## src/rtl/glb_pkg.sv

```systemverilog
// global buffer tile package with widths, register map and bus structs
`default_nettype none

package glb_pkg;

    // stream and bank word
    localparam int DATA_WIDTH = 16;
    // 256-word bank
    localparam int BANK_ADDR_WIDTH = 8;
    // transfer length field
    localparam int COUNT_WIDTH = 8;
    // load wait field in register 3
    localparam int LAT_WIDTH = 4;

    // configuration port
    localparam int CFG_ADDR_WIDTH = 2;
    localparam int CFG_DATA_WIDTH = 16;

    // register map
    localparam logic [CFG_ADDR_WIDTH-1:0] CFG_CTRL_ADDR   = 2'd0;
    localparam logic [CFG_ADDR_WIDTH-1:0] CFG_ST_HDR_ADDR = 2'd1;
    localparam logic [CFG_ADDR_WIDTH-1:0] CFG_LD_HDR_ADDR = 2'd2;
    localparam logic [CFG_ADDR_WIDTH-1:0] CFG_LAT_ADDR    = 2'd3;

    // dma block descriptor, num_words of 0 means no transfer
    typedef struct packed {
        logic [BANK_ADDR_WIDTH-1:0] start_addr;
        logic [COUNT_WIDTH-1:0]     num_words;
    } dma_header_t;

    // enable flags in register 0
    typedef struct packed {
        logic                      st_en;
        logic                      ld_en;
        logic [CFG_DATA_WIDTH-3:0] reserved;
    } dma_ctrl_t;

    // one config word, read as header or control by address
    typedef union packed {
        dma_header_t hdr;
        dma_ctrl_t   ctrl;
    } cfg_word_t;

    // store dma to bank
    typedef struct packed {
        logic                       en;
        logic [BANK_ADDR_WIDTH-1:0] addr;
        logic [DATA_WIDTH-1:0]      data;
    } bank_wr_t;

    // load dma to bank
    typedef struct packed {
        logic                       en;
        logic [BANK_ADDR_WIDTH-1:0] addr;
    } bank_rd_t;

    // array stream word, both directions
    typedef struct packed {
        logic                  valid;
        logic [DATA_WIDTH-1:0] data;
    } strm_t;

endpackage

`default_nettype wire
```

## src/rtl/glb_tile.sv

```systemverilog
// global buffer tile top with stall, start and interrupt edge registers
`default_nettype none

module glb_tile
    import glb_pkg::*;
(
    input  logic                      clk,
    input  logic                      reset,
    input  logic                      stall,
    input  logic                      cfg_wr_en,
    input  logic                      cfg_rd_en,
    input  logic [CFG_ADDR_WIDTH-1:0] cfg_addr,
    input  cfg_word_t                 cfg_wr_data,
    output cfg_word_t                 cfg_rd_data,
    input  strm_t                     stream_f2g,
    output strm_t                     stream_g2f,
    input  logic                      strm_start_pulse,
    input  logic                      ld_start_pulse,
    output logic [1:0]                interrupt_pulse
);

    logic                  stall_d1;
    logic                  clk_en;
    logic                  strm_start_pulse_d1;
    logic                  ld_start_pulse_d1;
    logic [1:0]            interrupt_pulse_int;
    logic                  st_done_pulse;
    logic                  ld_done_pulse;
    dma_ctrl_t             ctrl;
    dma_header_t           st_hdr;
    dma_header_t           ld_hdr;
    logic [LAT_WIDTH-1:0]  ld_latency;
    bank_wr_t              bank_wr;
    bank_rd_t              bank_rd;
    logic [DATA_WIDTH-1:0] bank_rd_data;
    logic                  bank_rd_valid;

    // stall, starts and interrupts each take one register stage
    always_ff @(posedge clk or posedge reset) begin
        if (reset) begin
            stall_d1            <= 1'b0;
            strm_start_pulse_d1 <= 1'b0;
            ld_start_pulse_d1   <= 1'b0;
            interrupt_pulse     <= '0;
        end else begin
            stall_d1            <= stall;
            strm_start_pulse_d1 <= strm_start_pulse;
            ld_start_pulse_d1   <= ld_start_pulse;
            interrupt_pulse     <= interrupt_pulse_int;
        end
    end

    assign clk_en = !stall_d1;
    // bit 0 store, bit 1 load
    assign interrupt_pulse_int = {ld_done_pulse, st_done_pulse};

    // register file runs without clock enable
    glb_tile_cfg glb_tile_cfg (
        .clk(clk), .reset(reset),
        .cfg_wr_en(cfg_wr_en), .cfg_rd_en(cfg_rd_en), .cfg_addr(cfg_addr),
        .cfg_wr_data(cfg_wr_data), .cfg_rd_data(cfg_rd_data),
        .ctrl(ctrl), .st_hdr(st_hdr), .ld_hdr(ld_hdr), .ld_latency(ld_latency)
    );

    glb_store_dma glb_store_dma (
        .clk(clk), .reset(reset), .clk_en(clk_en),
        .start_pulse(strm_start_pulse_d1), .enable(ctrl.st_en), .hdr(st_hdr),
        .strm_in(stream_f2g), .bank_wr(bank_wr), .done_pulse(st_done_pulse)
    );

    glb_bank glb_bank (
        .clk(clk), .reset(reset), .clk_en(clk_en),
        .bank_wr(bank_wr), .bank_rd(bank_rd),
        .rd_data(bank_rd_data), .rd_valid(bank_rd_valid)
    );

    glb_load_dma glb_load_dma (
        .clk(clk), .reset(reset), .clk_en(clk_en),
        .start_pulse(ld_start_pulse_d1), .enable(ctrl.ld_en), .hdr(ld_hdr),
        .latency(ld_latency), .bank_rd(bank_rd),
        .rd_data(bank_rd_data), .rd_valid(bank_rd_valid),
        .strm_out(stream_g2f), .done_pulse(ld_done_pulse)
    );

endmodule

`default_nettype wire

```

## src/rtl/glb_load_dma.sv

```systemverilog
// load dma reading a bank block after a wait and streaming it out
`default_nettype none

module glb_load_dma
    import glb_pkg::*;
(
    input  logic                  clk,
    input  logic                  reset,
    input  logic                  clk_en,
    input  logic                  start_pulse,
    input  logic                  enable,
    input  dma_header_t           hdr,
    input  logic [LAT_WIDTH-1:0]  latency,
    output bank_rd_t              bank_rd,
    input  logic [DATA_WIDTH-1:0] rd_data,
    input  logic                  rd_valid,
    output strm_t                 strm_out,
    output logic                  done_pulse
);

    logic                   busy;
    logic                   waiting;
    logic                   issuing;
    logic [LAT_WIDTH-1:0]   wait_cnt;
    logic [COUNT_WIDTH-1:0] issue_cnt;
    logic [COUNT_WIDTH-1:0] ret_cnt;
    dma_header_t            hdr_q;
    logic                   start_ok;
    logic                   ret_fire;
    logic                   ret_last;
    logic                   out_valid_q;
    logic [DATA_WIDTH-1:0]  out_data_q;
    logic                   done_q;

    assign start_ok = start_pulse && enable && !busy && (hdr.num_words != '0);
    assign ret_fire = busy && rd_valid;
    assign ret_last = (ret_cnt == hdr_q.num_words - 1'b1);

    // one read per enabled cycle, the bank ignores it under stall
    assign bank_rd.en   = issuing;
    assign bank_rd.addr = hdr_q.start_addr + issue_cnt;

    always_ff @(posedge clk or posedge reset) begin
        if (reset) begin
            busy      <= 1'b0;
            waiting   <= 1'b0;
            issuing   <= 1'b0;
            wait_cnt  <= '0;
            issue_cnt <= '0;
            ret_cnt   <= '0;
            hdr_q     <= '0;
        end else if (start_ok) begin
            // zero latency goes straight to issuing
            busy      <= 1'b1;
            hdr_q     <= hdr;
            wait_cnt  <= latency;
            waiting   <= (latency != '0);
            issuing   <= (latency == '0);
            issue_cnt <= '0;
            ret_cnt   <= '0;
        end else if (clk_en) begin
            // latency countdown
            if (waiting) begin
                wait_cnt <= wait_cnt - 1'b1;
                if (wait_cnt == 1) begin
                    waiting <= 1'b0;
                    issuing <= 1'b1;
                end
            end
            // read issue
            if (issuing) begin
                issue_cnt <= issue_cnt + 1'b1;
                if (issue_cnt == hdr_q.num_words - 1'b1) begin
                    issuing <= 1'b0;
                end
            end
            // returned words, last one ends the block
            if (ret_fire) begin
                ret_cnt <= ret_cnt + 1'b1;
                if (ret_last) begin
                    busy <= 1'b0;
                end
            end
        end
    end

    // output stage, a held word shows once the stall lifts
    always_ff @(posedge clk or posedge reset) begin
        if (reset) begin
            out_valid_q <= 1'b0;
            done_q      <= 1'b0;
        end else if (clk_en) begin
            out_valid_q <= ret_fire;
            done_q      <= ret_fire && ret_last;
        end
    end

    always_ff @(posedge clk) begin
        if (clk_en && ret_fire) begin
            out_data_q <= rd_data;
        end
    end

    // nothing leaves while frozen
    assign strm_out.valid = out_valid_q && clk_en;
    assign strm_out.data  = out_data_q;
    assign done_pulse     = done_q && clk_en;

endmodule

`default_nettype wire

```

## src/rtl/glb_bank.sv

```systemverilog
// single-port sram bank with write priority and registered read
`default_nettype none

module glb_bank
    import glb_pkg::*;
(
    input  logic                  clk,
    input  logic                  reset,
    input  logic                  clk_en,
    input  bank_wr_t              bank_wr,
    input  bank_rd_t              bank_rd,
    output logic [DATA_WIDTH-1:0] rd_data,
    output logic                  rd_valid
);

    logic [DATA_WIDTH-1:0] mem [2**BANK_ADDR_WIDTH];

    // one port, write wins, read output holds under stall
    always_ff @(posedge clk) begin
        if (clk_en) begin
            if (bank_wr.en) begin
                mem[bank_wr.addr] <= bank_wr.data;
            end else if (bank_rd.en) begin
                rd_data <= mem[bank_rd.addr];
            end
        end
    end

    // a read blocked by a write returns nothing
    always_ff @(posedge clk or posedge reset) begin
        if (reset) begin
            rd_valid <= 1'b0;
        end else if (clk_en) begin
            rd_valid <= bank_rd.en && !bank_wr.en;
        end
    end

endmodule

`default_nettype wire

```

## src/rtl/glb_store_dma.sv

```systemverilog
// store dma turning valid stream words into bank writes for one block
`default_nettype none

module glb_store_dma
    import glb_pkg::*;
(
    input  logic        clk,
    input  logic        reset,
    input  logic        clk_en,
    input  logic        start_pulse,
    input  logic        enable,
    input  dma_header_t hdr,
    input  strm_t       strm_in,
    output bank_wr_t    bank_wr,
    output logic        done_pulse
);

    logic                   busy;
    logic [COUNT_WIDTH-1:0] word_cnt;
    dma_header_t            hdr_q;
    logic                   wr_fire;
    logic                   last_word;

    // a word is taken only while busy and not stalled
    assign wr_fire   = busy && clk_en && strm_in.valid;
    assign last_word = (word_cnt == hdr_q.num_words - 1'b1);

    // same-cycle write at start plus count
    always_comb begin
        bank_wr.en   = wr_fire;
        bank_wr.addr = hdr_q.start_addr + word_cnt;
        bank_wr.data = strm_in.data;
    end

    always_ff @(posedge clk or posedge reset) begin
        if (reset) begin
            busy       <= 1'b0;
            word_cnt   <= '0;
            hdr_q      <= '0;
            done_pulse <= 1'b0;
        end else begin
            // done is high for exactly one cycle
            done_pulse <= wr_fire && last_word;
            if (!busy) begin
                // header latched so host rewrites do not disturb the block
                if (start_pulse && enable && (hdr.num_words != '0)) begin
                    busy     <= 1'b1;
                    word_cnt <= '0;
                    hdr_q    <= hdr;
                end
            end else if (wr_fire) begin
                word_cnt <= word_cnt + 1'b1;
                if (last_word) begin
                    busy <= 1'b0;
                end
            end
        end
    end

endmodule

`default_nettype wire

```

## src/rtl/glb_tile_cfg.sv

```systemverilog
// configuration controller holding the dma headers, enables and load latency
`default_nettype none

module glb_tile_cfg
    import glb_pkg::*;
(
    input  logic                      clk,
    input  logic                      reset,
    input  logic                      cfg_wr_en,
    input  logic                      cfg_rd_en,
    input  logic [CFG_ADDR_WIDTH-1:0] cfg_addr,
    input  cfg_word_t                 cfg_wr_data,
    output cfg_word_t                 cfg_rd_data,
    output dma_ctrl_t                 ctrl,
    output dma_header_t               st_hdr,
    output dma_header_t               ld_hdr,
    output logic [LAT_WIDTH-1:0]      ld_latency
);

    // only the two enable flags are kept from register 0
    logic                 st_en_q;
    logic                 ld_en_q;
    dma_header_t          st_hdr_q;
    dma_header_t          ld_hdr_q;
    logic [LAT_WIDTH-1:0] lat_q;
    cfg_word_t            rd_word;

    // host writes, decoded through the union by address
    always_ff @(posedge clk or posedge reset) begin
        if (reset) begin
            st_en_q  <= 1'b0;
            ld_en_q  <= 1'b0;
            st_hdr_q <= '0;
            ld_hdr_q <= '0;
            lat_q    <= '0;
        end else if (cfg_wr_en) begin
            case (cfg_addr)
                CFG_CTRL_ADDR: begin
                    st_en_q <= cfg_wr_data.ctrl.st_en;
                    ld_en_q <= cfg_wr_data.ctrl.ld_en;
                end
                CFG_ST_HDR_ADDR: st_hdr_q <= cfg_wr_data.hdr;
                CFG_LD_HDR_ADDR: ld_hdr_q <= cfg_wr_data.hdr;
                // latency sits in the low bits of the raw word
                CFG_LAT_ADDR: lat_q <= cfg_wr_data[LAT_WIDTH-1:0];
                default: ;
            endcase
        end
    end

    // readback mux, unused bits stay zero
    always_comb begin
        rd_word = '0;
        case (cfg_addr)
            CFG_CTRL_ADDR: begin
                rd_word.ctrl.st_en = st_en_q;
                rd_word.ctrl.ld_en = ld_en_q;
            end
            CFG_ST_HDR_ADDR: rd_word.hdr = st_hdr_q;
            CFG_LD_HDR_ADDR: rd_word.hdr = ld_hdr_q;
            CFG_LAT_ADDR: rd_word[LAT_WIDTH-1:0] = lat_q;
            default: ;
        endcase
    end

    // read data lands the cycle after the strobe, then holds
    always_ff @(posedge clk or posedge reset) begin
        if (reset) begin
            cfg_rd_data <= '0;
        end else if (cfg_rd_en) begin
            cfg_rd_data <= rd_word;
        end
    end

    assign ctrl       = '{st_en: st_en_q, ld_en: ld_en_q, reserved: '0};
    assign st_hdr     = st_hdr_q;
    assign ld_hdr     = ld_hdr_q;
    assign ld_latency = lat_q;

endmodule

`default_nettype wire

```

## config.mk

```make
export PLATFORM = sky130hd
export DESIGN_NAME = glb_tile
export DESIGN_NICKNAME = d
export VERILOG_FILES = /design/src/rtl/glb_pkg.sv /design/src/rtl/glb_tile.sv /design/src/rtl/glb_load_dma.sv /design/src/rtl/glb_bank.sv /design/src/rtl/glb_store_dma.sv /design/src/rtl/glb_tile_cfg.sv
export SDC_FILE = /design/constraint.sdc
export NUM_CORES = 2
export LEC_CHECK = 0
export BUFFER_PORTS_ARGS = -buffer_cell sky130_fd_sc_hd__buf_2
export CELL_PAD_IN_SITES_DETAIL_PLACEMENT = 0
export CELL_PAD_IN_SITES_GLOBAL_PLACEMENT = 2
export CORE_UTILIZATION = 45
export DETAILED_ROUTE_END_ITERATION = 6
export PLACE_DENSITY_LB_ADDON = 0.3
export SLEW_MARGIN = 5
export SYNTH_ARGS = -nofsm -noshare
export SYNTH_HDL_FRONTEND = slang
export SYNTH_SLANG_ARGS = --single-unit
export TNS_END_PERCENT = 20
```

## constraint.sdc

```tcl
create_clock -name clk -period 5.54 [get_ports clk]
set_clock_uncertainty 0.05 [all_clocks]
set_input_delay 1.108 -clock clk [delete_from_list [all_inputs] [get_ports clk]]
set_output_delay 1.108 -clock clk [all_outputs]
set_load 0.02 [all_outputs]
```

==> PnR_summary.wiki <==
{| class="wikitable"
! Metric !! Value
|-
| Top flip-flop cell by instance count after synthesis || sky130_fd_sc_hd__edfxtp_1
|-
| Synthesized-area fraction occupied by xor and xnor cells || 0.3987%
|-
| Initial antenna violation count || 25
|-
| Count of mapped cells out of synthesis || 7894
|-
| Most frequent cells in the layout || 4128 x sky130_fd_sc_hd__edfxtp_1, 1077 x sky130_fd_sc_hd__mux4_2, 706 x sky130_fd_sc_hd__nand2_1
|-
| Core Area || 365300 um^2
|-
| Setup TNS || -107.6 ps
|-
| FF-to-FF End || glb_bank.rd_data[0]$_DFFE_PP_
|-
| Leak || 60.53 nW
|-
| Post-Synthesis Net Count || 7965
|-
| Fraction of registers with async set or reset after synthesis || 2.985%
|-
| Total placed instance area || 175400 um^2
|-
| First-pass iteration count of the detailed router || 6
|-
| Slew at the pin closest to its max-slew limit || 1244 ps
|-
| Total standard cell area after synthesis || 165100 um^2
|-
| Number of standard-cell rows in the floorplan || 222
|-
| TritonCTS clock tree || built
|-
| Register-to-Register Path Depth || 12
|-
| Area share of and/or/nand/nor cells after synthesis || 3.952%
|-
| I/O pins || 77
|-
| Net count reported at finish || 8606
|-
| Kind of start point of the critical path || flip-flop
|-
| MaxCap Viol Count || 0
|-
| Average detailed-routed wire length per instance || 33.53 um
|-
| Total of hold buffers inserted after clock tree synthesis || 0
|-
| Signed area change from the synthesized netlist to the final layout || 14.52%
|-
| Count of final max-slew check failures || 0
|-
| Worst skew pair latency || 1010 ps
|-
| Number of buffers inserted during clock tree synthesis || 435
|-
| Worst R2R Setup Slack || -110 ps
|-
| Port Buffer Count || 76
|-
| Via-per-instance ratio || 6.043
|-
| Total die area || 369200 um^2
|-
| Most frequent standard cell in the layout excluding fill and tap cells || sky130_fd_sc_hd__edfxtp_1
|-
| Fraction of the yosys area taken by sequential cells || 77.02%
|-
| Clock Tree Root || sky130_fd_sc_hd__clkbuf_16
|-
| Violated checks || negative setup slack
|-
| Vertical die dimension || 607.7 um
|-
| Mux contribution to synthesized area || 15.67%
|-
| Post-synth top area share || 75.10%
|-
| Worst VDD drop || 0.0006048 V
|-
| Final Worst Setup Slack || -107.6 ps
|-
| Hold_ws || 140.9 ps
|-
| Synth unique cells || 77
|-
| Maximum number of pins on one net before global-route repair || 169
|-
| Number of clock sinks || 4255
|-
| DP Wirelength || 280100 um
|-
| Pwr Total || 119.9 mW
|-
| Overall die width || 607.7 um
|-
| Fillcell total || 28580
|-
| Routability cong. || 0.8414
|-
| Placed Cells || 12910
|-
| Int Power || 74.61 mW
|-
| Global-route wire length before repair || 648800 um
|-
| Number of antenna-violating nets in the routed design || 0
|-
| Relative slew margins || 17.04%
|-
| Overall routing resource usage || 24.82%
|-
| Finished Layout Cells || 13740
|-
| Number of synthesized register bits || 4255
|-
| Count of unresolved DRC violations after routing || 0
|-
| Worst slack after detailed placement || -115.0 ps
|-
| Dominant combinational cell family by area after synthesis || multiplexers
|-
| Run status || finished with violations
|-
| Synthesized area divided by synthesized cell count || 20.91 um^2
|-
| Final setup violation count || 1
|-
| Final non-filler cell area || 189000 um^2
|-
| Worst Path Class, Setup || reg -> reg
|-
| Required @ worst endpoint || 6230 ps
|-
| Post-CTS setup-driven buffer insertion count || 1
|-
| Clock group share of total power || 23.5%
|-
| Post-cts gate resize count || 0
|-
| DRC violation total after the first TritonRoute iteration || 10200
|-
| EDFF count, synth || 4128
|-
| Vias in the first global route || 83780
|-
| Remaining Overflow, GRT || 0
|-
| Final clock period utilization by the worst path || 101.9%
|-
| Switching Power || 45.33 mW
|-
| Most area-hungry cell type in the Yosys netlist || sky130_fd_sc_hd__edfxtp_1
|-
| Total vias in the final route || 83050
|-
| Maximum level of the CTS H-tree || 5
|-
| Fraction of the mapped netlist area in compound gates || 1.383%
|-
| PD cells || 634.5 nW/um^2
|-
| Share of total power in combinational logic || 46.4%
|-
| Synth Area in Adders || 0.2289%
|-
| Layout cell share with drive strength beyond 1 || 28.48%
|-
| F_max || 177.1 MHz
|-
| Kind of path behind the tightest hold check || in -> async
|-
| Core occupancy in the finished layout || 51.75%
|-
| Data arrival at the endpoint of the critical path || 6340 ps
|-
| Wirelength, routed || 460800 um
|-
| Initial cell density of the core || 45.19%
|-
| Number of failing hold endpoints at the final stage || 0
|-
| Clock-pin slew reported for the worst setup and hold paths after clock tree synthesis || 60 ps
|-
| Maximum fanout along the worst path || 13
|-
| Switching Share || 37.79%
|-
| Largest cells by area after synthesis || sky130_fd_sc_hd__edfxtp_1 75%, sky130_fd_sc_hd__mux4_2 15%, sky130_fd_sc_hd__dfrtp_1 1.9%, sky130_fd_sc_hd__nand2_1 1.6%, sky130_fd_sc_hd__nand3_1 0.82%
|-
| Reg power frac || 30.1%
|-
| Synth Warn # || 0
|-
| Capturing element type of the critical path || flip-flop
|-
| Worst reg2reg startpoint || glb_load_dma.issue_cnt[0]$_DFFE_PP0P_
|-
| Maximum buffer depth of the clock tree || 4
|-
| Final Critical Period || 5648 ps
|}
-- cells in the mapped netlist, types with 57 or more instances --
library cell	number
sky130_fd_sc_hd__nand3_1	271
sky130_fd_sc_hd__mux2i_1	83
sky130_fd_sc_hd__edfxtp_1	4128
sky130_fd_sc_hd__mux4_2	1077
sky130_fd_sc_hd__nor2_1	352
sky130_fd_sc_hd__a21oi_1	65
sky130_fd_sc_hd__mux2_2	69
sky130_fd_sc_hd__clkbuf_1	178
sky130_fd_sc_hd__nand4_1	57
sky130_fd_sc_hd__buf_4	63
sky130_fd_sc_hd__dfrtp_1	127
sky130_fd_sc_hd__buf_2	137
sky130_fd_sc_hd__nand2_1	707
-- power groups by stage --
stage	sequential [mW]	clock (mW)	combinational, mW
finish	36.1	28.2	55.7
global route	36.1	29.7	58.5
CTS	36.1	28.6	56.3
detailed placement	36.8	0	56.1
global placement	36.8	0	56.1
floorplan	36.6	0	34.1
-- worst max path at each step --
stage                                           from                             to  cells after the start
5_1_grt        glb_load_dma.issue_cnt[0]$_DFFE_PP0P_  glb_bank.rd_data[0]$_DFFE_PP_                     12
4_1_cts        glb_load_dma.issue_cnt[0]$_DFFE_PP0P_  glb_bank.rd_data[6]$_DFFE_PP_                     11
6_report       glb_load_dma.issue_cnt[0]$_DFFE_PP0P_  glb_bank.rd_data[0]$_DFFE_PP_                     12
3_3_place_gp   glb_load_dma.issue_cnt[0]$_DFFE_PP0P_  glb_bank.rd_data[3]$_DFFE_PP_                     12
2_1_floorplan                                  reset  glb_bank.rd_valid$_DFFE_PP0N_                      1
3_5_place_dp   glb_load_dma.issue_cnt[0]$_DFFE_PP0P_  glb_bank.rd_data[6]$_DFFE_PP_                     11
-- registers in the layout (all words and copies together) (netlist names), 2 cells and up --
| signal | count |
|---|---|
| glb_bank.mem | 4096 |
| glb_bank.rd_data | 16 |
| glb_load_dma.hdr_q | 16 |
| glb_load_dma.issue_cnt | 8 |
| glb_load_dma.out_data_q | 16 |
| glb_load_dma.ret_cnt | 8 |
| glb_load_dma.wait_cnt | 4 |
| glb_store_dma.hdr_q | 16 |
| glb_store_dma.word_cnt | 8 |
| glb_tile_cfg.cfg_rd_data | 16 |
| glb_tile_cfg.ld_hdr | 16 |
| glb_tile_cfg.ld_latency | 4 |
| glb_tile_cfg.st_hdr | 16 |
| interrupt_pulse | 2 |
-- cells by family after synthesis --
group	after synthesis
AOI/OAI and AO/OA	325
and+or+nand+nor	1513
DFF	4255
buffers and inverters	470
xor gates and xnor gates	73
muxes	1229
adders and majority gates	29
-- cell type report --
type / count / area, um^2 / share of cell area [%]
Clock buffer: 531 / 11300 / 5.979
Inverter: 40 / 152.6 / 0.08075
Clock inverter: 270 / 2282 / 1.207
Sequential cell: 4255 / 127100 / 67.26
Multi-Input combinational cell: 3169 / 36260 / 19.18
Tap cell: 4816 / 6026 / 3.188
Timing Repair Buffer: 634 / 5801 / 3.069
Antenna cell: 28 / 70.07 / 0.03707
-- routing by layer --
metal | vias to the layer above | wire length, um | GRT usage, %
met5 | - | 41 | 0
met4 | 6 | 15950 | 8.124
met3 | 665 | 37550 | 3.929
met2 | 3609 | 221800 | 39.84
met1 | 44910 | 185500 | 35.01
li1 | 33860 | - | -
-- worst max-delay path, cell delays in order, from the launching register on --
cell	delay [ps]
sky130_fd_sc_hd__dfrtp_1	510
sky130_fd_sc_hd__ha_4	200
sky130_fd_sc_hd__inv_1	70
sky130_fd_sc_hd__fa_4	920
sky130_fd_sc_hd__buf_12	240
sky130_fd_sc_hd__buf_12	210
sky130_fd_sc_hd__buf_12	190
sky130_fd_sc_hd__buf_4	220
sky130_fd_sc_hd__mux4_2	330
sky130_fd_sc_hd__mux4_2	550
sky130_fd_sc_hd__o21ai_0	530
sky130_fd_sc_hd__nand4_1	750
sky130_fd_sc_hd__or3_1	590
Note: power is estimated with default switching activity, not from simulation.
